--- src/design/rv_defines.svh ---
`ifndef RV_DEFINES_SVH
`define RV_DEFINES_SVH

// ============================================================
// Core dimensions
// ============================================================
`define RV_XLEN       32    // Data and address width
`define RV_REG_COUNT  32    // Architectural registers x0 to x31

// Word-addressed data memory
`define RV_DMEM_WORDS 128

// ============================================================
// Fixed encodings
// ============================================================
`define RV_RESET_PC   32'h0000_0000   // First fetch address

// Encoding of addi x0 x0 0, the pipeline bubble
`define RV_NOP        32'h0000_0013

`endif

--- src/design/rv_isa_pkg.sv ---
`include "rv_defines.svh"

package rv_isa_pkg;

    // One machine word
    typedef logic [`RV_XLEN-1:0] word_t;

    // Register index sized from the register count
    typedef logic [$clog2(`RV_REG_COUNT)-1:0] reg_idx_t;

    // ============================================================
    // Major opcodes of the supported classes
    // ============================================================
    typedef enum logic [6:0] {
        OPC_OP     = 7'b0110011,   // Register-register ALU
        OPC_OP_IMM = 7'b0010011,   // Register-immediate ALU
        OPC_LOAD   = 7'b0000011,   // lw only
        OPC_STORE  = 7'b0100011,   // sw only
        OPC_BRANCH = 7'b1100011,   // beq only
        OPC_JAL    = 7'b1101111
    } opcode_e;

endpackage

--- src/design/fetch_stage.sv ---
`include "rv_defines.svh"

module fetch_stage (
    input  logic               clk,
    input  logic               arst_n,
    input  logic               redirect,      // Taken branch or jal in MEM
    input  rv_isa_pkg::word_t  redirect_pc,
    output rv_isa_pkg::word_t  imem_addr,
    input  rv_isa_pkg::word_t  imem_data,     // Returned in the same cycle
    output rv_isa_pkg::word_t  id_instr,
    output rv_isa_pkg::word_t  id_pc
);
    import rv_isa_pkg::*;

    word_t pc_q;
    word_t pc_next;

    // Sequential step unless MEM redirects
    assign pc_next   = redirect ? redirect_pc : pc_q + `RV_XLEN'd4;
    assign imem_addr = pc_q;

    always_ff @(posedge clk or negedge arst_n) begin
        if (!arst_n) begin
            pc_q <= `RV_RESET_PC;
        end else begin
            pc_q <= pc_next;
        end
    end

    // ============================================================
    // IF/ID register
    // ============================================================
    always_ff @(posedge clk or negedge arst_n) begin
        if (!arst_n) begin
            id_instr <= `RV_NOP;               // Start full of bubbles
        end else if (redirect) begin
            id_instr <= `RV_NOP;               // Squash wrong-path fetch
        end else begin
            id_instr <= imem_data;
        end
    end

    always_ff @(posedge clk) begin
        id_pc <= pc_q;
    end

endmodule

--- config.mk ---
export PLATFORM = sky130hd
export DESIGN_NAME = fetch_stage
export DESIGN_NICKNAME = d
export VERILOG_FILES = /design/src/design/rv_isa_pkg.sv /design/src/design/fetch_stage.sv
export VERILOG_INCLUDE_DIRS = /design/src /design/src/design
export SDC_FILE = /design/constraint.sdc
export NUM_CORES = 1
export LEC_CHECK = 0
export BUFFER_PORTS_ARGS = -buffer_cell sky130_fd_sc_hd__clkbuf_2
export CAP_MARGIN = 30
export CORE_UTILIZATION = 46
export DETAILED_ROUTE_END_ITERATION = 7
export PLACE_DENSITY = 0.87
export SYNTH_ARGS = -nofsm -noshare
export SYNTH_HDL_FRONTEND = slang
export SYNTH_SLANG_ARGS = --single-unit
--- constraint.sdc ---
create_clock -name clk -period 2.32 [get_ports clk]
set_input_delay 0.232 -clock clk [delete_from_list [all_inputs] [get_ports clk]]
set_output_delay 0.232 -clock clk [all_outputs]
set_load 0.005 [all_outputs]
======== Word level (Yosys, flattened, before mapping) ========
Index checks and enable logic that the tools add are counted.
storage, ports and cells
  register bits ........................... 96
  bits of input ports ..................... 67
  output and inout bits ................... 96
  word-level logic and storage cells ...... 6
cells by class
  $add $sub $neg .......................... 1
  muxes and demuxes ....................... 2
operators with widths
  operator                                       count
  two-way mux 32 bit                             2
  adder 32 x 3 -> 32 bit, second input constant  1

======== Logic depth before layout (Yosys ltp) ========
  depth after elaboration ................. 2
  mapped depth ............................ 6
  depth with buffers taken out ............ 5

======== Worst setup path before layout ========
OpenSTA, ideal clock, no wires.
  kind .................................... register -> register
  from .................................... reg pc_q[2] (netlist: imem_addr[2])
  to ...................................... reg pc_q[30] (netlist: imem_addr[30])
  library setup time ...................... 82 ps
  arrival time ............................ 1688 ps
  data required time ...................... 2238 ps
  path slack .............................. 551 ps
  stages on the path, launching flop included .. 7
  path buffers ............................ 1
  clock period less this slack ............ 1769 ps
  path through ............................ dfrtp_1 -> ha_1 -> and3_1 -> buf_4 -> nand4_4 -> or4_1 -> a31oi_1
on the way
  word-level cells in the longest chain between the ends .. 2
ends and longest elaborated chain
  what                    RTL line           RTL
  from (decl)             fetch_stage.sv:15  word_t pc_q;
  from (signal assigned)  fetch_stage.sv:24  pc_q <= `RV_RESET_PC;
  from (signal assigned)  fetch_stage.sv:26  pc_q <= pc_next;
  adder 32 x 3 -> 32 bit  fetch_stage.sv:19  assign pc_next = redirect ? redirect_pc : pc_q + `RV_XLEN'd4;
  two-way mux 32 bit      fetch_stage.sv:19
  named net pc_next[30]   fetch_stage.sv:16  word_t pc_next;
The timed path passes the listed nets, and every way through them passes these cells.

======== Worst setup path in the final report ========
Same ends and word-level chain as after synthesis.

==> flow_summary.yaml <==
outcome:
  status: "completed"
clocking:
  insertion_delay_ns: 0.35
  clk_pin_slew_ns: 0.09
  root_buffer: "clkbuf_8"
  clk_path_buf_depth: 2
  numCtsBuffers: 9
  htreeDepth: 3
  cts_tree: "done"
  cts_num_sinks: 96
placement:
  portBuffers: 162
  globalplace.congestion: 0.8647
  place_inst: 542
  dp_hpwl_microns: 5909
  placed_area_sq_um: 4382
route:
  via_per_inst: 5.066
  avgRoutedWirePerCell_microns: 14.47
  vias: 2832
  drc: 0
  postRouteWirelength_microns: 8089
  drt_first_pass_iters: 4
  drt_iter0_drc: 148
  ant_nets: 0
hold_path:
  hp-class: "in -> reg"
die:
  start_util: 0.4784
  fp.coreArea_sq_um: 7253
  die_w_microns: 88.85
  die_h_microns: 88.85
  rows: 31
  die_area_sq_um: 7893
  io_pins: 163
cells_and_area:
  layout_commonest_cell: "clkbuf_2"
  layout_common_cells: "clkbuf_2 (161), dfrtp_1 (61), dfxtp_1 (32)"
  final_layout_size_suffix_gt1_frac: 0.4348
  syn_to_final_growth_pct: 32.20
  n_antenna_cell: 0
  final_area_sq_um: 4587
  finalNonFillerCells: 559
  regArea_sq_um: 2246
  final_nets: 523
  utilization: 0.6324
  multi_input_area_sq_um: 1125
  nFillCells: 593
sta:
  finalHoldViolations: 0
  slew_headroom: 0.5222
  finalCritPeriodShare: 0.8587
  tightest_slew_ns: 0.7167
  rsz0062_at_grt: "no"
  fin_skew_ns: 0.01040
  fmax_mhz: 502.0
  setup_viol: 0
  tns_ns: 0
  drv_slew: 0
  hold_slack_ns: 0.06495
  layout_min_cycle_time_ns: 1.992
critical_path:
  r2r_cells: 5
  cp_top_family: "simple AND/OR/NAND/NOR gates"
  r2r_end: "imem_addr[30]"
  cp.required_ns: 2.59
  cp_num_cells: 5
  slowest_stage: "or4_1"
  cp-endpoint: "imem_addr[30]"
  crit_start: "imem_addr[2]"
  worstPathArrival_ns: 2.26
  worst_setup_path_end_kind: "flop"
  cp_num_buf_inv: 0
  r2r_setup_slack_ns: 0.33
  r2r_start: "imem_addr[2]"
  cp_max_fo: 9
  cp-start-kind: "flop"
  crit_chain: "ha_1, and3_1, nand4_4, or4_1, a31oi_1"
  worstSetupPathType: "reg -> reg"
  slowest_delay_ns: 0.54
synthesis:
  ys_warn_count: 0
  yosysSeqAreaShare: 0.6473
  syn_avg_cell_area_sq_um: 11.92
  ys_ff_latch: 96
  syn_area_sq_um: 3470
  synth_edf_count: 0
  synthFlopType: "dfrtp_1"
  syn-num-nets: 359
  synth.lib_cells_used.distinct: 39
  synth-async-reset-ratio: 0.6667
  synthCells: 291
grt:
  grt_pass1_wl_microns: 12250
  grt_max_degree: 35
  gr-total-overflow: 0
  gr-usage-all-layers: 0.2102
  grt_pass1_vias: 2595
  antenna_found_initial: 0
power:
  ir_drop_v: 0.0004397
  powerDensity_nw_per_um2: 743.4
  leakage_nw: 2.219
flow_run:
  cap_violations: 0
-- per-stage QoR --
| stage | total power [mW] | worst slack, ns |
|---|---|---|
| final | 3.410 | 0.3279 |
| after global routing | 3.590 | 0.2076 |
| after CTS | 3.441 | 0.3324 |
| after detailed placement | 2.370 | 0.3690 |
| after global placement | 2.351 | 0.4499 |
| after floorplan | 2.095 | 0.5506 |
-- worst min path at each step --
stage                      start       endpoint  cells past startpoint
floorplan                 arst_n   id_instr[10]                      0
global placement          arst_n  imem_addr[15]                      1
detailed placement        arst_n  imem_addr[13]                      1
CTS                 imem_data[4]    id_instr[4]                      2
global route        imem_data[1]    id_instr[1]                      2
finish              imem_data[0]    id_instr[0]                      2
-- state kept, by name, indices dropped and copies added, names as in the netlist --
| register | flops |
|---|---|
| id_instr | 32 |
| id_pc | 32 |
| imem_addr | 32 |
-- cell usage after synthesis (4+ instances only) --
cell type	count	area [sq um]
o21ai_0	7	35.03
nor2_1	11	41.29
nand3_1	12	60.06
dfxtp_1	32	640.6
nor2b_1	29	181.4
xor2_1	10	87.58
nand4_1	6	37.54
clkbuf_1	10	37.54
or4_1	12	90.09
o21ai_1	7	35.03
a31oi_1	11	68.82
dfrtp_1	61	1526
nand2_1	21	78.83
o31a_1	4	35.03
or2_2	4	25.02
o31ai_1	10	75.07
inv_1	5	18.77
-- where the power goes --
part	internal [mW]	switching (mW)	total (mW)
sequential	1.81	0.108	1.91
combinational	0.215	0.203	0.418
clock	0.503	0.574	1.08
-- per-layer routing --
layer	part of all wire	vias up	global-route usage
met5	0	-	0
met4	0.017	0	0.07625
met3	0.088	12	0.07649
met2	0.51	134	0.3552
met1	0.39	1339	0.2465
li1	-	1347	-
-- logic make-up (layout without fill, tap and decap cells) --
kind of cell / count (synthesis) / in the layout / share of synthesized area
xor+xnor: 13 / 13 / 0.03282
mux: 3 / 3 / 0.009736
flops: 96 / 96 / 0.6473
fa+ha+maj: 1 / 1 / 0.003606
compound gates: 42 / 42 / 0.07861
buf+inv: 21 / 190 / 0.02849
simple gates: 115 / 115 / 0.1994
-- timing repair --
item | CTS | global route
resized for setup | 0 | 0
hold endpoints to repair | 30 | 0
setup buffers | 0 | 0
hold buffers | 1 | 0
-- layout make-up --
type                    count  area share
flip-flops and latches     96      0.4896
multi-input cells         174      0.2452
repair buffers            169      0.1915
clock buffers              10     0.02782
well taps                  99     0.02700
clock inverters             6     0.01473
inverters                   5    0.004092
(Power assumes the default switching activity.)
