### src/design/rv_defines.svh
`ifndef RV_DEFINES_SVH
`define RV_DEFINES_SVH

// ============================================================
// Core dimensions
// ============================================================
`define RV_XLEN       32    // Data and address width
`define RV_REG_COUNT  32    // Architectural registers x0 to x31

// Word-addressed data memory
`define RV_DMEM_WORDS 128

// ============================================================
// Fixed encodings
// ============================================================
`define RV_RESET_PC   32'h0000_0000   // First fetch address

// Encoding of addi x0 x0 0, the pipeline bubble
`define RV_NOP        32'h0000_0013

`endif

### src/design/rv_ctrl_pkg.sv
`include "rv_defines.svh"

package rv_ctrl_pkg;

    // Operations the ALU carries out
    typedef enum logic [3:0] {
        ALU_ADD,
        ALU_SUB,
        ALU_AND,
        ALU_OR,
        ALU_XOR,
        ALU_SLT,    // Signed compare
        ALU_SLL,
        ALU_SRL,
        ALU_SRA
    } alu_op_e;

    // How ALU control interprets the funct fields
    typedef enum logic [1:0] {
        CLS_MEM_ADD,   // Load and store address
        CLS_BRANCH,    // beq compare by subtraction
        CLS_REG,       // funct7 and funct3 both matter
        CLS_IMM        // funct3 only
    } alu_class_e;

endpackage

### src/design/rv_isa_pkg.sv
`include "rv_defines.svh"

package rv_isa_pkg;

    // One machine word
    typedef logic [`RV_XLEN-1:0] word_t;

    // Register index sized from the register count
    typedef logic [$clog2(`RV_REG_COUNT)-1:0] reg_idx_t;

    // ============================================================
    // Major opcodes of the supported classes
    // ============================================================
    typedef enum logic [6:0] {
        OPC_OP     = 7'b0110011,   // Register-register ALU
        OPC_OP_IMM = 7'b0010011,   // Register-immediate ALU
        OPC_LOAD   = 7'b0000011,   // lw only
        OPC_STORE  = 7'b0100011,   // sw only
        OPC_BRANCH = 7'b1100011,   // beq only
        OPC_JAL    = 7'b1101111
    } opcode_e;

endpackage

### src/design/decode_stage.sv
`include "rv_defines.svh"

module decode_stage (
    input  logic                     clk,
    input  logic                     arst_n,
    input  logic                     flush,
    input  rv_isa_pkg::word_t        id_instr,
    input  rv_isa_pkg::word_t        id_pc,
    input  logic                     wb_en,       // Write strobe from MEM/WB
    input  rv_isa_pkg::reg_idx_t     wb_rd,
    input  rv_isa_pkg::word_t        wb_data,
    output rv_isa_pkg::word_t        ex_pc,
    output rv_isa_pkg::word_t        ex_rs1_data,
    output rv_isa_pkg::word_t        ex_rs2_data,
    output rv_isa_pkg::word_t        ex_imm,
    output rv_isa_pkg::reg_idx_t     ex_rs1,
    output rv_isa_pkg::reg_idx_t     ex_rs2,
    output rv_isa_pkg::reg_idx_t     ex_rd,
    output logic [9:0]               ex_funct,    // funct7 above funct3
    output rv_ctrl_pkg::alu_class_e  ex_alu_class,
    output logic                     ex_alu_src,
    output logic                     ex_branch,
    output logic                     ex_jump,
    output logic                     ex_mem_read,
    output logic                     ex_mem_write,
    output logic                     ex_reg_write
);
    import rv_isa_pkg::*;
    import rv_ctrl_pkg::*;

    word_t      regs [`RV_REG_COUNT];
    reg_idx_t   rs1, rs2, rd;
    word_t      rs1_data, rs2_data;
    word_t      imm;
    opcode_e    opcode;
    alu_class_e alu_class;
    logic       alu_src, branch, jump, mem_read, mem_write, reg_write;

    assign opcode = opcode_e'(id_instr[6:0]);
    assign rd     = id_instr[11:7];
    assign rs1    = id_instr[19:15];
    assign rs2    = id_instr[24:20];

    // ============================================================
    // Register file
    // ============================================================
    always_ff @(posedge clk or negedge arst_n) begin
        if (!arst_n) begin
            for (int i = 0; i < `RV_REG_COUNT; i++) begin
                regs[i] <= '0;
            end
        end else if (wb_en) begin
            regs[wb_rd] <= wb_data;        // wb_en never set for x0
        end
    end

    // x0 reads zero, same-cycle write bypassed
    assign rs1_data = (rs1 == '0) ? '0 : (wb_en && wb_rd == rs1) ? wb_data : regs[rs1];
    assign rs2_data = (rs2 == '0) ? '0 : (wb_en && wb_rd == rs2) ? wb_data : regs[rs2];

    // Immediate generator
    always_comb begin
        case (opcode)
            OPC_STORE:  imm = {{20{id_instr[31]}}, id_instr[31:25], id_instr[11:7]};
            OPC_BRANCH: imm = {{19{id_instr[31]}}, id_instr[31], id_instr[7],
                               id_instr[30:25], id_instr[11:8], 1'b0};
            OPC_JAL:    imm = {{11{id_instr[31]}}, id_instr[31], id_instr[19:12],
                               id_instr[20], id_instr[30:21], 1'b0};
            default:    imm = {{20{id_instr[31]}}, id_instr[31:20]};   // I format
        endcase
    end

    // Main decoder
    always_comb begin
        alu_class = CLS_MEM_ADD;
        alu_src   = 1'b0;
        branch    = 1'b0;
        jump      = 1'b0;
        mem_read  = 1'b0;
        mem_write = 1'b0;
        reg_write = 1'b0;
        case (opcode)
            OPC_OP: begin
                alu_class = CLS_REG;
                reg_write = 1'b1;
            end
            OPC_OP_IMM: begin
                alu_class = CLS_IMM;
                alu_src   = 1'b1;
                reg_write = 1'b1;
            end
            OPC_LOAD: begin
                alu_src   = 1'b1;
                mem_read  = 1'b1;
                reg_write = 1'b1;
            end
            OPC_STORE: begin
                alu_src   = 1'b1;
                mem_write = 1'b1;
            end
            OPC_BRANCH: begin
                alu_class = CLS_BRANCH;
                branch    = 1'b1;
            end
            OPC_JAL: begin
                jump      = 1'b1;          // Link written as pc+4
                reg_write = 1'b1;
            end
            default: ;                     // Unknown opcode acts as bubble
        endcase
    end

    // ============================================================
    // ID/EX register
    // ============================================================
    always_ff @(posedge clk or negedge arst_n) begin
        if (!arst_n) begin
            ex_branch    <= 1'b0;
            ex_jump      <= 1'b0;
            ex_mem_read  <= 1'b0;
            ex_mem_write <= 1'b0;
            ex_reg_write <= 1'b0;
        end else begin                     // Flush turns the slot into a bubble
            ex_branch    <= branch && !flush;
            ex_jump      <= jump && !flush;
            ex_mem_read  <= mem_read && !flush;
            ex_mem_write <= mem_write && !flush;
            ex_reg_write <= reg_write && (rd != '0) && !flush;   // x0 writes dropped here
        end
    end

    always_ff @(posedge clk) begin
        ex_pc        <= id_pc;
        ex_rs1_data  <= rs1_data;
        ex_rs2_data  <= rs2_data;
        ex_imm       <= imm;
        ex_rs1       <= rs1;
        ex_rs2       <= rs2;
        ex_rd        <= rd;
        ex_funct     <= {id_instr[31:25], id_instr[14:12]};
        ex_alu_class <= alu_class;
        ex_alu_src   <= alu_src;
    end

endmodule

### config.mk
export PLATFORM = sky130hd
export DESIGN_NAME = decode_stage
export DESIGN_NICKNAME = d
export VERILOG_FILES = /design/src/design/rv_ctrl_pkg.sv /design/src/design/rv_isa_pkg.sv /design/src/design/decode_stage.sv
export VERILOG_INCLUDE_DIRS = /design/src /design/src/design
export SDC_FILE = /design/constraint.sdc
export NUM_CORES = 2
export LEC_CHECK = 0
export BUFFER_PORTS_ARGS = -buffer_cell sky130_fd_sc_hd__buf_2
export CAP_MARGIN = 40
export CORE_MARGIN = 2
export CORE_UTILIZATION = 45
export CTS_CLUSTER_DIAMETER = 40
export DETAILED_ROUTE_END_ITERATION = 10
export PLACE_DENSITY = 0.61
export SETUP_SLACK_MARGIN = 0.05
export SLEW_MARGIN = 20
export SYNTH_ARGS = -nofsm -noshare
export SYNTH_HDL_FRONTEND = slang
export SYNTH_SLANG_ARGS = --single-unit
export TNS_END_PERCENT = 5
### constraint.sdc
create_clock -name clk -period 1.68 [get_ports clk]
set_input_delay 0.168 -clock clk [delete_from_list [all_inputs] [get_ports clk]]
set_output_delay 0.168 -clock clk [all_outputs]
set_load 0.01 [all_outputs]
# [Word level (Yosys, flattened, before mapping)]
# Cells that the tools add are included.
[totals] register_bits=1174 word_cells=96
[classes] n_lt_le_gt_ge=4 reduce_logical=15 bitwise=3 mux=19 n_eq_ne=8
[ops] cell="$bwmux 1024" n=1
[ops] cell="$bmux 32 s5" n=2
[ops] cell="$mux 32" n=7
[ops] cell="$demux 32 s5" n=1
[ops] cell="$pmux 20 s3" n=1
[ops] cell="$ge 6x6->1 const B" n=3
[ops] cell="$not 5->6" n=3
[ops] cell="$eq 7x6->1 const B" n=2
[ops] cell="$eq 7x7->1 const B" n=2
[ops] cell="$eq 5x5->1" n=2
[ops] cell="$logic_not 5->1" n=2
[ops] cell="$logic_and 1x1->1" n=9
[ops] cell="$eq 7x2->1 const B" n=1
[ops] cell="$eq 7x5->1 const B" n=1
[ops] cell="$lt 6x1->1 const B" n=1
[ops] cell="$mux 1" n=6
[ops] cell="$pmux 2 s3" n=1
[ops] cell="$reduce_bool 5->1" n=1
[ops] cell="$reduce_or 4->1" n=1
[ops] cell="$reduce_or 3->1" n=1
[ops] cell="$logic_not 1->1" n=1

# [Depth between registers and ports, before layout]
[logic_depth] depth_word=6 ltp_mapped=10

# [Least setup slack after synthesis]
# No wires, ideal clock.
[synth_timing] kind="input -> register" startpoint="input id_instr[21]" endpoint="register ex_rs2_data[19]" arrival_ns=1.847 stages=8 setup_ns=0.122 n_path_buf=4 slack_ns=-0.289 path_cell_list="buf_4 buf_2 buf_2 clkbuf_1 mux4_2 a21oi_1 o21ai_0 a221o_1"
[synth_between] elab_chain_cells=5 elab_cells_between_ends=8
[synth_lines] item="from (decl)" line="decode_stage.sv:7" rtl="input rv_isa_pkg::word_t id_instr,"
[synth_lines] item="$not 5->6 (implied by the code)" line="decode_stage.sv:59" rtl="assign rs2_data = (rs2 == '0) ? '0 : (wb_en && wb_rd == rs2) ? wb_data : regs[rs2];"
[synth_lines] item="$bmux 32 s5" line="decode_stage.sv:59"
[synth_lines] item="$mux 32 (implied by the code) (2 in a row)" line="decode_stage.sv:59"
[synth_lines] item="$mux 32" line="decode_stage.sv:59"
[synth_lines] item="to (signal assigned)" line="decode_stage.sv:135" rtl="ex_rs2_data <= rs2_data;"
[synth_lines] item="to (decl)" line="decode_stage.sv:14" rtl="output rv_isa_pkg::word_t ex_rs2_data,"
# Parallel ways exist; a longest one is shown, timed or not. The select of a mux whose other input is x is not followed.
# A chain may end at the register's enable or synchronous reset.

# [Final worst setup path]
[layout_timing] startpoint="register regs[895] (netlist bit)" endpoint="register ex_rs2_data[31]"
[layout_between] elab_chain_cells=4
[layout_lines] item="from (decl)" line="decode_stage.sv:31" rtl="word_t regs [`RV_REG_COUNT];"
[layout_lines] item="from (signal, indexed assignment)" line="decode_stage.sv:53" rtl="regs[wb_rd] <= wb_data;"
[layout_lines] item="$bmux 32 s5" line="decode_stage.sv:59"
[layout_lines] item="$mux 32 (implied by the code) (2 in a row)" line="decode_stage.sv:59"
[layout_lines] item="$mux 32" line="decode_stage.sv:59"
# Every way passes these cells. The select of a mux whose other input is x is not followed.

==> flow_summary_export.csv <==
group,metric,value,unit
global_routing,antenna_found_initial,8,
placement,gp_congestion,0.8667,
cells_and_area,stdcell_area,0.07615,sq mm
sta,max_freq,0.5678,GHz
placement,placedCellCount,6273,
die,die-width,364.8,microns
logic_synthesis,synth_edf_count,0,
critical_path,regToRegSetupSlack,-0.08,ns
global_routing,grt_pass1_vias,43310,
critical_path,worstPathRequired,2.36,ns
critical_path,reg2reg_from,"regs[895]$_DFFE_PN0P_",
critical_path,worstPathArrival,2.44,ns
die,start_util,0.4530,
sta,fin_crit_sh,1.048,
min_path,whs_path_depth,2,
critical_path,start_kind,"flip-flop",
route,wl_met1,85450,microns
clock_network,cts_buffers,178,
cells_and_area,final.fill_count,10190,
cells_and_area,regArea,0.02853,sq mm
die,fp-row-count,132,
sta,rsz0062_at_grt,"true",
sta,min_period,1.761,ns
clock_network,cts_max_level,4,
clock_network,cts_tree,"yes",
logic_synthesis,synth_largest_area_cell,"dfrtp_1",
sta,setup_viol,8,
status,violations,"negative setup slack",
logic_synthesis,ys_seq_elements,1167,
logic_synthesis,synth_top_area_frac,0.4395,
route,drt_iter0_markers,4274,
min_path,min_to,"ex_rs1_data[27]$_SDFF_PN0_",
min_path,min_from,"wb_data[27]",
sta,hold_viol_final,0,
critical_path,critPathMaxFanout,2,
clock_network,clk_root_buffer_cell,"clkbuf_16",
clock_network,clk_latency,0.79,ns
logic_synthesis,syn-cell-area,0.05858,sq mm
logic_synthesis,synth.area.top_cells,"dfrtp_1 (44%), mux2_2 (20%), mux4_2 (14%)",
logic_synthesis,yosys-top-cells-count,"mux2_2 (1036), dfrtp_1 (1029), mux4_2 (375)",
flow_run,max-cap-violations,0,
critical_path,reg2regPathDepth,5,
route,drc,0,
route,wl_met2,98130,microns
sta,tightest_slew,0.6979,ns
min_path,hp-class,"input pin to flip-flop",
die,die_h,364.8,microns
global_routing,grt_pass1_wl,305400,microns
route,ant_nets,0,
die,core,0.1293,sq mm
power,p_per_area,1240,mW/mm^2
sta,fin_ws,-0.08128,ns
route,wl_met3,16920,microns
clock_network,cts_sinks,1167,
logic_synthesis,syn_inst,4059,
sta,maxSlewHeadroom,0.5332,
clock_network,cts.path.max_buffers,3,
logic_synthesis,synth_cell_types,54,
logic_synthesis,ys_async_sr_fraction,0.8817,
route,totalWireLength,209800,microns
global_routing,grt_use_total,0.3159,
logic_synthesis,synth_ff_type,"dfrtp_1",
critical_path,crit_buf_inv,0,
cells_and_area,areaGrowthSynthToFinish,29.98,%
placement,portBuffers,265,
sta,worst_clock_skew,0.02841,ns
critical_path,cpPeakStageDelay,0.46,ns
placement,post-place-ws,-0.4986,ns
clock_network,path_clk_slew,0.06,ns
power,peakVddDrop,1033,uV
logic_synthesis,synth_most_common_cell,"mux2_2",
die,io_pins,266,
power,total_power,94.45,mW
placement,place_hpwl,136800,microns
logic_synthesis,syn_avg_cell_area,14.43,sq um
power,leakagePower,34.17,nW
logic_synthesis,yosys_warnings,0,
route,wl_per_cell,31.07,microns
critical_path,critical_path.reg2reg.endpoint,"ex_rs2_data[31]$_SDFF_PN0_",
logic_synthesis,synth_fp_nets,4164,
critical_path,cp-end-kind,"flip-flop",
sta,maxSlewViolCount,0,
cells_and_area,nNetsFinal,4961,
critical_path,crit_type,"flip-flop to flip-flop",
cells_and_area,layoutNonFillerInstCount,6754,
cells_and_area,multi_input_area,0.02879,sq mm
critical_path,crit_chain,"mux4_2 -> nor2b_1 -> a211oi_2 -> a21oi_1 -> a221o_1",
sta,fin_hold_ws,0.05383,ns
critical_path,critPathTopFamily,"compound AO/OA/AOI/OAI gates",
critical_path,slowest_stage,"mux4_2",
global_routing,grt_max_degree,92,
route,vias,42410,
route,firstDrtPassIters,5,
die,dieArea,0.1331,sq mm
placement,dpl-instance-area,0.06782,sq mm
status,status,"finished, violations left",
route,via_per_inst,6.279,
cells_and_area,drive_above_1_share,0.5577,
logic_synthesis,yosysSeqAreaShare,0.4867,
global_routing,grt.overflow.total,0,
route,topRoutingLayerUsed,"met5",
-- where the power goes --
group	leakage (nW)	switching, mW	internal [mW]
logic	16.8	7.06	10.7
registers	14.3	3.92	33.3
clock network	3.09	14.7	24.8
total	34.2	25.7	68.8
-- layer usage --
layer,vias to the layer above,track usage
met4,4,0.1338
met2,2030,0.4985
met3,515,0.06265
li1,17320,-
met1,22540,0.4264
met5,-,0
-- sequential cells by signal, indices dropped and copies added, names as in the netlist, 2 cells and up --
| name | count |
|---|---|
| ex_funct | 10 |
| ex_pc | 32 |
| ex_alu_class | 2 |
| ex_rs1 | 5 |
| ex_rd | 5 |
| ex_rs2 | 5 |
| regs | 1024 |
| ex_rs1_data | 32 |
| ex_rs2_data | 32 |
| ex_imm | 14 |
-- kinds of logic (layout without fill, tap and decap cells) --
kind of cell / Yosys count / in the layout / share of synthesized area
mux: 1740 / 1740 / 0.3995
flops: 1167 / 1167 / 0.4867
xor+xnor: 10 / 10 / 0.001495
compound gates: 478 / 478 / 0.05803
buf+inv: 446 / 1397 / 0.03507
other cells: 0 / 2 / 0
simple gates: 218 / 218 / 0.01922
-- stage by stage --
| stage | util | setup TNS (ns) |
|---|---|---|
| finish | 0.5888 | -0.1678 |
| global route | 0.5888 | -0.9589 |
| CTS | 0.5868 | -0.1587 |
| detailed placement | 0.5244 | -171.11 |
| global placement | 0.5244 | -166.94 |
| floorplan | - | -12.28 |
-- cells in the final DEF (no fill, tap or decap), types with 26 or more instances in the layout --
| master | n |
|---|---|
| nand2_1 | 41 |
| a22oi_1 | 50 |
| buf_4 | 450 |
| and3_4 | 26 |
| dlygate4sd3_1 | 140 |
| a221oi_1 | 63 |
| mux2i_1 | 328 |
| a21oi_1 | 58 |
| buf_2 | 255 |
| dfrtp_1 | 1029 |
| o221ai_1 | 31 |
| o22ai_1 | 31 |
| clkbuf_16 | 181 |
| buf_12 | 199 |
| inv_6 | 27 |
| o21ai_1 | 48 |
| a32o_1 | 28 |
| dfxtp_1 | 128 |
| a221o_1 | 31 |
| mux4_2 | 375 |
| mux2_2 | 1030 |
| o21ai_0 | 44 |
-- final cells by class --
| type | instances | share of cell area |
|---|---|---|
| clock buffer | 224 | 0.06436 |
| sequential | 1167 | 0.3746 |
| multi-input combinational | 2446 | 0.3780 |
| clock inverter | 110 | 0.01955 |
| inverter | 5 | 0.0003122 |
| tap | 1742 | 0.02862 |
| antenna | 2 | 0.00006572 |
| timing repair buffer | 1058 | 0.1344 |
-- worst reg2reg max path: cells and delay by family, from the launching register on --
family          cells  cell delay (ns)
flops               1             0.38
compound gates      3             0.65
simple gates        1             0.16
mux                 1             0.46
-- worst max-delay path by stage --
stage / from / end / slack (ns) / cells past startpoint
floorplan: wb_rd[1] / regs[373]$_DFFE_PN0P_ / -0.1 / 5
global placement: id_instr[20] / ex_rs2_data[31]$_SDFF_PN0_ / -0.52 / 7
detailed placement: id_instr[20] / ex_rs2_data[31]$_SDFF_PN0_ / -0.50 / 7
CTS: regs[895]$_DFFE_PN0P_ / ex_rs2_data[31]$_SDFF_PN0_ / -0.06 / 5
global route: regs[863]$_DFFE_PN0P_ / ex_rs2_data[31]$_SDFF_PN0_ / -0.14 / 5
finish: regs[895]$_DFFE_PN0P_ / ex_rs2_data[31]$_SDFF_PN0_ / -0.08 / 5
-- repair_timing --
action / in CTS / in global routing
hold buffers: 142 / 0
hold endpoints to repair: 1499 / 0
setup buffers: 3 / 0
gates resized for setup: 74 / 77
pin swaps: 29 / 24
endpoints found under the setup margin: 65 / 73
Note: power is estimated with default switching activity, not from simulation.
