### src/design/rv_defines.svh
`ifndef RV_DEFINES_SVH
`define RV_DEFINES_SVH

// ============================================================
// Core dimensions
// ============================================================
`define RV_XLEN       32    // Data and address width
`define RV_REG_COUNT  32    // Architectural registers x0 to x31

// Word-addressed data memory
`define RV_DMEM_WORDS 128

// ============================================================
// Fixed encodings
// ============================================================
`define RV_RESET_PC   32'h0000_0000   // First fetch address

// Encoding of addi x0 x0 0, the pipeline bubble
`define RV_NOP        32'h0000_0013

`endif

### src/design/rv_ctrl_pkg.sv
`include "rv_defines.svh"

package rv_ctrl_pkg;

    // Operations the ALU carries out
    typedef enum logic [3:0] {
        ALU_ADD,
        ALU_SUB,
        ALU_AND,
        ALU_OR,
        ALU_XOR,
        ALU_SLT,    // Signed compare
        ALU_SLL,
        ALU_SRL,
        ALU_SRA
    } alu_op_e;

    // How ALU control interprets the funct fields
    typedef enum logic [1:0] {
        CLS_MEM_ADD,   // Load and store address
        CLS_BRANCH,    // beq compare by subtraction
        CLS_REG,       // funct7 and funct3 both matter
        CLS_IMM        // funct3 only
    } alu_class_e;

endpackage

### src/design/rv_isa_pkg.sv
`include "rv_defines.svh"

package rv_isa_pkg;

    // One machine word
    typedef logic [`RV_XLEN-1:0] word_t;

    // Register index sized from the register count
    typedef logic [$clog2(`RV_REG_COUNT)-1:0] reg_idx_t;

    // ============================================================
    // Major opcodes of the supported classes
    // ============================================================
    typedef enum logic [6:0] {
        OPC_OP     = 7'b0110011,   // Register-register ALU
        OPC_OP_IMM = 7'b0010011,   // Register-immediate ALU
        OPC_LOAD   = 7'b0000011,   // lw only
        OPC_STORE  = 7'b0100011,   // sw only
        OPC_BRANCH = 7'b1100011,   // beq only
        OPC_JAL    = 7'b1101111
    } opcode_e;

endpackage

### src/design/execute_stage.sv
`include "rv_defines.svh"

module execute_stage (
    input  logic                     clk,
    input  logic                     arst_n,
    input  logic                     flush,
    input  rv_isa_pkg::word_t        ex_pc,
    input  rv_isa_pkg::word_t        ex_rs1_data,
    input  rv_isa_pkg::word_t        ex_rs2_data,
    input  rv_isa_pkg::word_t        ex_imm,
    input  rv_isa_pkg::reg_idx_t     ex_rs1,
    input  rv_isa_pkg::reg_idx_t     ex_rs2,
    input  rv_isa_pkg::reg_idx_t     ex_rd,
    input  logic [9:0]               ex_funct,
    input  rv_ctrl_pkg::alu_class_e  ex_alu_class,
    input  logic                     ex_alu_src,
    input  logic                     ex_branch,
    input  logic                     ex_jump,
    input  logic                     ex_mem_read,
    input  logic                     ex_mem_write,
    input  logic                     ex_reg_write,
    input  rv_isa_pkg::word_t        mem_fwd_data,   // EX/MEM result
    input  rv_isa_pkg::reg_idx_t     mem_rd,
    input  logic                     mem_regwrite,
    input  logic                     wb_en,          // MEM/WB forwarding source
    input  rv_isa_pkg::reg_idx_t     wb_rd,
    input  rv_isa_pkg::word_t        wb_data,
    output rv_isa_pkg::word_t        mem_result,
    output rv_isa_pkg::word_t        mem_store_data,
    output rv_isa_pkg::word_t        mem_target,
    output logic                     mem_zero,
    output logic                     mem_branch,
    output logic                     mem_jump,
    output logic                     mem_read,
    output logic                     mem_write,
    output logic                     mem_reg_write_q,
    output rv_isa_pkg::reg_idx_t     mem_rd_q
);
    import rv_isa_pkg::*;
    import rv_ctrl_pkg::*;

    word_t   op_a, rs2_fwd, op_b;
    word_t   alu_res, result;
    alu_op_e alu_op;
    logic [2:0] funct3;

    // EX/MEM wins over MEM/WB, x0 never forwarded
    function automatic word_t fwd_operand(input reg_idx_t rs, input word_t id_val);
        word_t val;
        val = id_val;
        if (mem_regwrite && mem_rd != '0 && mem_rd == rs) begin
            val = mem_fwd_data;
        end else if (wb_en && wb_rd != '0 && wb_rd == rs) begin
            val = wb_data;
        end
        return val;
    endfunction

    always_comb begin
        op_a    = fwd_operand(ex_rs1, ex_rs1_data);
        rs2_fwd = fwd_operand(ex_rs2, ex_rs2_data);   // Also the sw data
    end

    assign op_b = ex_alu_src ? ex_imm : rs2_fwd;

    // ============================================================
    // ALU control
    // ============================================================
    assign funct3 = ex_funct[2:0];

    always_comb begin
        case (ex_alu_class)
            CLS_MEM_ADD: alu_op = ALU_ADD;
            CLS_BRANCH:  alu_op = ALU_SUB;
            default: begin
                case (funct3)
                    // funct7 bit 5 selects sub only for register form
                    3'b000:  alu_op = (ex_alu_class == CLS_REG && ex_funct[8]) ? ALU_SUB
                                                                              : ALU_ADD;
                    3'b001:  alu_op = ALU_SLL;
                    3'b010:  alu_op = ALU_SLT;
                    3'b100:  alu_op = ALU_XOR;
                    3'b101:  alu_op = ex_funct[8] ? ALU_SRA : ALU_SRL;
                    3'b110:  alu_op = ALU_OR;
                    default: alu_op = ALU_AND;
                endcase
            end
        endcase
    end

    // ALU proper
    always_comb begin
        case (alu_op)
            ALU_SUB: alu_res = op_a - op_b;
            ALU_AND: alu_res = op_a & op_b;
            ALU_OR:  alu_res = op_a | op_b;
            ALU_XOR: alu_res = op_a ^ op_b;
            ALU_SLT: alu_res = ($signed(op_a) < $signed(op_b)) ? `RV_XLEN'd1 : '0;
            ALU_SLL: alu_res = op_a << op_b[4:0];
            ALU_SRL: alu_res = op_a >> op_b[4:0];
            ALU_SRA: alu_res = $signed(op_a) >>> op_b[4:0];
            default: alu_res = op_a + op_b;
        endcase
    end

    assign result = ex_jump ? ex_pc + `RV_XLEN'd4 : alu_res;   // jal link

    // ============================================================
    // EX/MEM register
    // ============================================================
    always_ff @(posedge clk or negedge arst_n) begin
        if (!arst_n) begin
            mem_branch      <= 1'b0;
            mem_jump        <= 1'b0;
            mem_read        <= 1'b0;
            mem_write       <= 1'b0;
            mem_reg_write_q <= 1'b0;
        end else begin                        // Squashed slot leaves as a bubble
            mem_branch      <= ex_branch && !flush;
            mem_jump        <= ex_jump && !flush;
            mem_read        <= ex_mem_read && !flush;
            mem_write       <= ex_mem_write && !flush;
            mem_reg_write_q <= ex_reg_write && !flush;
        end
    end

    always_ff @(posedge clk) begin
        mem_result     <= result;
        mem_store_data <= rs2_fwd;
        mem_target     <= ex_pc + ex_imm;     // Branch and jal target
        mem_zero       <= (alu_res == '0);
        mem_rd_q       <= ex_rd;
    end

endmodule

### config.mk
export PLATFORM = sky130hd
export DESIGN_NAME = execute_stage
export DESIGN_NICKNAME = d
export VERILOG_FILES = /design/src/design/rv_ctrl_pkg.sv /design/src/design/rv_isa_pkg.sv /design/src/design/execute_stage.sv
export VERILOG_INCLUDE_DIRS = /design/src /design/src/design
export SDC_FILE = /design/constraint.sdc
export NUM_CORES = 1
export LEC_CHECK = 0
export ABC_AREA = 1
export ABC_CLOCK_PERIOD_IN_PS = 800
export BUFFER_PORTS_ARGS = -buffer_cell sky130_fd_sc_hd__buf_2
export CAP_MARGIN = 25
export CORE_MARGIN = 5
export CORE_UTILIZATION = 62
export DETAILED_ROUTE_END_ITERATION = 8
export PLACE_DENSITY = 0.95
export SKIP_CTS_REPAIR_TIMING = 1
export SLEW_MARGIN = 10
export SYNTH_ARGS = -nofsm -noshare
export SYNTH_HDL_FRONTEND = slang
export SYNTH_SLANG_ARGS = --single-unit
### constraint.sdc
create_clock -name clk -period 0.8 [get_ports clk]
set_input_delay 0.12 -clock clk [delete_from_list [all_inputs] [get_ports clk]]
set_output_delay 0.12 -clock clk [all_outputs]
set_load 0.02 [all_outputs]
==> summary.md, run 1 <==
| Metric | Value |
|---|---|
| Async S/R FF share, synth | roughly 4.7% |
| FP Rows | slightly below 60 |
| Stop err | [ERROR GRT-0116] Global routing finished with congestion. Check the congestion regions in the DRC Viewer. |
| Starting Density | between 60 and 70% |
| GRT overflow | about 2600 |
| Mapped Area | 16000 µm² |
| First-pass GRT wire length | about 230000 µm |
| Post-placement setup slack | -4.07 ns |
| Post-synthesis register bit count | roughly 110 |
| Register area share after synthesis | between 10% and 20% |
| Top FF cell, synth | dfxtp_1 |
| Vias in the first global route | 36300 |
| TritonCTS Buffers | 9 |
| Distinct cells, synth | 57 |
| Post-placement cell count | between 3000 and 4000 |
| Chip height | 170 µm |
| Post-synth EDFFs | 0 |
| DIE WIDTH | around 170 µm |
| Max Root-Sink Buffers | 2 |
| Dpl hpwl | 89800 µm |
| Global Route Usage Sum | 101% |
| CTS sink count | around 110 |
| Synthesized netlist cell count | around 2800 |
| Port buffer count | 340 |
| Status | aborted with a tool error |
| Post-synthesis area per instance | between 5 and 6 µm² |
| CTS H-tree lvls | 3 |
| Post-Syn Nets | approximately 3100 |
| Largest net degree at the start of global routing | 74 |
| Clock Tree Root | clkbuf_16 |
| Synth Warn # | 0 |
| Fail Step | global routing (5_1_grt) |
| GPL Wtd Cong | roughly 1.3 |
| IO Count | about 350 |
[logic make-up after synthesis]
logic type | synth area share (%)
buffers and inverters | 11.8
DFF | 13.6
adders and majority gates | 10.5
and+or+nand+nor | 42.9
AOI/OAI and AO/OA | 15.8
muxes | 0.0706
xor gates and xnor gates | 5.49
[cell usage after synthesis, drive strengths merged (3+ instances only)]
cell,instances,area share [%]
fa,3,0.38
a31oi,12,0.47
nand3b,4,0.27
ha,129,10
a21o,8,0.38
a211oi,8,0.38
nand4,34,1.3
o31ai,8,0.38
o21ai,163,5.2
or2,31,1.2
o221ai,3,0.16
nand3,524,17
nand2,706,17
o2111ai,5,0.27
and2,3,0.12
nor3,23,0.78
clkbuf,55,1.3
a21boi,9,0.42
a21oi,139,4.4
buf,84,3.3
nor2,214,5.2
dfxtp,102,13
xor2,74,4.1
xnor2,26,1.4
o22ai,42,1.6
a221oi,15,0.82
o21a,7,0.33
o211ai,7,0.33
inv,303,7.1
dfrtp,5,0.78
o21bai,5,0.24
[through the flow]
step | hold WS (ns) | util [%] | cell area (µm²)
after floorplan | -0.176 | - | 16700
after global placement | -0.0683 | 91.9 | 23200
after detailed placement | -0.0631 | 91.9 | 23200
after CTS | -0.446 | 93.0 | 23500
[layer usage]
layer	GRT overflow	GRT usage, %
met5	9	64.4
met4	527	111
met3	105	83.1
met2	1880	130
met1	115	88.2
==> inputs of run 2 (changes only) <==
Settings changed: CORE_UTILIZATION 62 to 40, PLACE_DENSITY 0.95 to default, PLACE_DENSITY_LB_ADDON from default to 0.15.
==> run 2 against run 1 <==
Effect of this change: the flow now finishes, with violations (negative setup slack); synthesized cell count stayed put; area after synthesis stayed put.
==> summary.md, run 2 <==
| Metric | Value |
|---|---|
| Status | finished with violations |
| Violated checks | negative setup slack |
| Final Slew Violations | 0 |
| Global Route Usage Sum | 38.8% |
| Via-per-instance ratio | approximately 5.7 |
| First-pass GRT wire length | between 100000 and 150000 µm |
| Port buffer count | 340 |
| Endpoint class of the critical path | flip-flop |
| CP arrival | ~4.3 ns |
| Worst min path class | in2reg |
| Most common cell after layout, fill and taps aside | buf_4 |
| Via count | 24800 |
| P_leak | between 10 and 15 nW |
| Final Hold Fails | 0 |
| Initial drt markers | ~2700 |
| Layout cell share with drive strength beyond 1 | ~43% |
| Synth Warn # | 0 |
| WL/cell | 21.6 µm |
| Largest area contributor in the netlist | nand2_1 |
| Vias in the first global route | about 23000 |
| Worst IR Drop VDD | 0.00125 V |
| CP Class | in2reg |
| Worst EP required | 1.15 ns |
| Max Cap Viol | 0 |
| Top cells by count, synth | 695 x nand2_1, 511 x nand3_1, 292 x inv_1, 207 x nor2_1, 145 x o21ai_0 |
| Residual DRC | 0 |
| Slowest stage delay, CP | 0.32 ns |
| Initial antenna violation count | 1 |
| Synthesized netlist cell count | roughly 2800 |
| Post-synthesis area per instance | about 5.8 µm² |
| Async S/R FF share, synth | about 4.7% |
| Final ANT Viol Nets | 0 |
| Drt pass-1 iters | 7 |
| FP Rows | between 70 and 80 |
| # fillers | 3544 |
| CP Max Fanout | 13 |
| # setup viols final | between 200 and 250 |
| GPL Wtd Cong | about 1.1 |
| Clock Tree Root | clkbuf_16 |
| TritonCTS Buffers | 9 |
| CTS H-tree lvls | 3 |
| Number of nets in the layout | 4212 |
| Worst-path clk slew | about 0.080 ns |
| Final worst-path cycle share | 488% |
| Slew headroom | between 60 and 70% |
| Max Root-Sink Buffers | 2 |
| Share of Yosys cell area claimed by the top area cell type | about 16% |
| CORE AREA | 39600 µm² |
| Worst setup margin | -3.11 ns |
| Syn-to-layout area delta | 68.4% |
| IO Count | about 350 |
| Top-count cell post-synth | nand2_1 |
| Starting Density | 40.3% |
| RSZ-0062 raised after global routing | yes |
| CTS sink count | between 100 and 150 |
| Post-synthesis register bit count | about 110 |
| Register area share after synthesis | between 10 and 15% |
| Hold slack final | 0.00676 ns |
| Fmax | about 260 MHz |
| GRT overflow | 0 |
| Top Registers | mem_result x32, mem_store_data x32, mem_target x32 |
| Dpl hpwl | about 77000 µm |
| Measured slew at the worst slew-check pin | 0.544 ns |
| Distinct cells, synth | between 50 and 60 |
| Mapped Area | 16000 µm² |
| Die ar. | around 44000 µm² |
| Area contributors post-synth | nand2_1 16%, nand3_1 16%, dfxtp_1 13%, ha_1 10%, inv_1 6.9% |
| Post-route minimum period | between 3 and 4 ns |
| Commonest non-fill, non-tap cells in the layout | 790 x buf_4, 634 x nand2_1, 484 x nand3_1 |
| Critical Path Start Type | input port |
| CTS tree | yes |
| Post-Syn Nets | around 3100 |
| PD cells | 1370 nW/µm² |
| DIE WIDTH | roughly 210 µm |
| Post-synth EDFFs | 0 |
| CP max-delay cell | ha_4 |
| Most frequent CP cell | inv_1 |
| Sum Neg Setup Slack | -148.36 ns |
| Drt total wl | roughly 94000 µm |
| Top FF cell, synth | dfxtp_1 |
| Chip height | 210 µm |
| Largest net degree at the start of global routing | 64 |
-- run 2: cell type report --
cell class / instances / area [µm²] / share of cell area, %
diodes: 1 / 2.50 / 0.00931
multi-input cells: 2215 / 13800 / 51.4
inverters: 304 / 1180 / 4.38
flip-flops and latches: 107 / 2170 / 8.06
clock buffers: 11 / 254 / 0.945
well taps: 525 / 657 / 2.44
repair buffers: 1203 / 8770 / 32.6
clock inverters: 5 / 41.3 / 0.154
-- run 2: critical path, delay by kind of cell --
kind	cells	cell delay, ns
buffers and inverters	10	1.14
adders and majority gates	1	0.32
AOI/OAI and AO/OA	5	0.81
and+or+nand+nor	16	1.87
-- run 2: cells by family (layout without fill, tap and decap cells) --
family                     after synthesis  after routing  synth area share (%)
xor gates and xnor gates               100            100                  5.49
AOI/OAI and AO/OA                      437            437                  15.8
adders and majority gates              132            132                  10.5
buffers and inverters                  443           1523                  11.8
and+or+nand+nor                       1543           1545                  42.9
other                                    0              1                     0
DFF                                    107            107                  13.6
muxes                                    1              1                0.0706
-- run 2: layer usage --
layer	up-vias	part of all wire, %	GRT usage, %	wire (µm)
met4	2	7.4	21.6	6940
li1	11400	-	-	-
met3	365	11	8.34	10300
met5	-	0.013	0	12
met2	1690	44	60.7	41100
met1	11400	38	49.7	35900
-- run 2: per-stage QoR --
| stage | total power, mW | util (%) | instance area, µm² | cells | setup slack [ns] |
|---|---|---|---|---|---|
| 6_report | 37.0 | 67.8 | 26900 | 4371 | -3.11 |
| 5_1_grt | 38.7 | 67.8 | 26900 | 4370 | -3.23 |
| 4_1_cts | 33.9 | 62.1 | 24600 | 4303 | -3.55 |
| 3_5_place_dp | 29.0 | 61.4 | 24300 | 4287 | -3.99 |
| 3_3_place_gp | 28.8 | 61.4 | 24300 | 4287 | -3.98 |
| 2_1_floorplan | 17.8 | - | 16700 | 2763 | -2.66 |
-- run 2: final timing paths --
kind                       startpoint            end  slack (ns)  cells past startpoint
hold / removal               ex_pc[0]  mem_target[0]       0.007                      2
max in group asynchronous      arst_n      mem_write        0.61                      2
min in group asynchronous      arst_n     mem_branch        0.06                      2
setup / recovery             wb_rd[1]       mem_zero       -3.11                     32
-- run 2: power breakdown --
group | internal, mW | leakage, nW | total (mW) | switching (mW)
clock | 2.35 | 0.144 | 4.82 | 2.48
sequential | 6.13 | 0.924 | 6.38 | 0.253
combinational | 11.2 | 13.2 | 25.8 | 14.5
total | 19.7 | 14.2 | 37.0 | 17.3
(Power assumes the default switching activity.)
==> inputs of run 3 (changes only) <==
Settings changed: CORE_UTILIZATION 40 to 62.
==> run 3 against run 2 <==
Effect of this change: the flow now stops in global routing (5_1_grt); area after synthesis unchanged; synthesized cell count unchanged.
==> summary.md, run 3 <==
| Metric | Value |
|---|---|
| Dpl hpwl | roughly 84000 µm |
| Max Root-Sink Buffers | 2 |
| Post-Synth Simple-Gate Area | between 40% and 50% |
| Stop err | [ERROR GRT-0116] Global routing finished with congestion. Check the congestion regions in the DRC Viewer. |
| Top FF cell, synth | dfxtp_1 |
| GPL Wtd Cong | approximately 1.3 |
| Largest family of logic cells by synthesized area | simple AND/OR/NAND/NOR gates |
| Chip height | approximately 170 µm |
| Post-synthesis area per instance | ~5.8 µm² |
| Distinct cells, synth | 57 |
| Synth Area in Compound Gates | 15.8% |
| CTS H-tree lvls | 3 |
| Area contributors post-synth | nand2_1 16%, nand3_1 16%, dfxtp_1 13%, ha_1 10%, inv_1 6.9% |
| Global Route Usage Sum | between 90% and 100% |
| Post-synth EDFFs | 0 |
| TritonCTS Buffers | 9 |
| Mux cell area share after synthesis | 0.0706% |
| Register area share after synthesis | about 14% |
| Post-Syn Nets | around 3100 |
| Share of Yosys cell area claimed by the top area cell type | around 16% |
| FP Rows | 58 |
| Port buffer count | between 300 and 400 |
| CTS sink count | 107 |
| First-pass GRT wire length | 212000 µm |
| Synth Warn # | 0 |
| GRT overflow | roughly 1400 |
| Largest net degree at the start of global routing | 74 |
| Clock Tree Root | clkbuf_16 |
| IO Count | around 350 |
| Top cells by count, synth | 695 x nand2_1, 511 x nand3_1, 292 x inv_1, 207 x nor2_1, 145 x o21ai_0 |
| Post-synthesis register bit count | between 100 and 150 |
| Fail Step | global routing (5_1_grt) |
| Async S/R FF share, synth | under 10% |
| Vias in the first global route | ~34000 |
| Largest area contributor in the netlist | nand2_1 |
| Synth Area in Adders | between 10% and 20% |
| Synthesized netlist cell count | approximately 2800 |
| Top-count cell post-synth | nand2_1 |
| Status | aborted with a tool error |
| Mapped Area | between 15000 and 20000 µm² |
| DIE WIDTH | 170 µm |
| Starting Density | 63.2% |
| XOR/XNOR share of the synthesized area | 5.49% |
==> run 3: cell counts after synthesis <==
Identical to the previous run, type by type.
==> run 3: cells by family after synthesis <==
kind of cell               count (synthesis)
DFF                                      107
muxes                                      1
and+or+nand+nor                         1543
xor gates and xnor gates                 100
buffers and inverters                    443
AOI/OAI and AO/OA                        437
adders and majority gates                132
==> run 3: routing by layer <==
layer | global-route usage (%) | overflow
met3 | 78.0 | 37
met1 | 83.8 | 23
met5 | 52.2 | 7
met4 | 106 | 434
met2 | 112 | 940
==> run 3: through the flow <==
step                std cells  setup WS, ns  hold slack [ns]  area, µm²
floorplan                2763         -2.66           -0.176      16700
global placement         3995         -3.54          -0.0674      23200
detailed placement       3995         -4.09          -0.0508      23200
CTS                      4011         -4.25           -0.451      23500
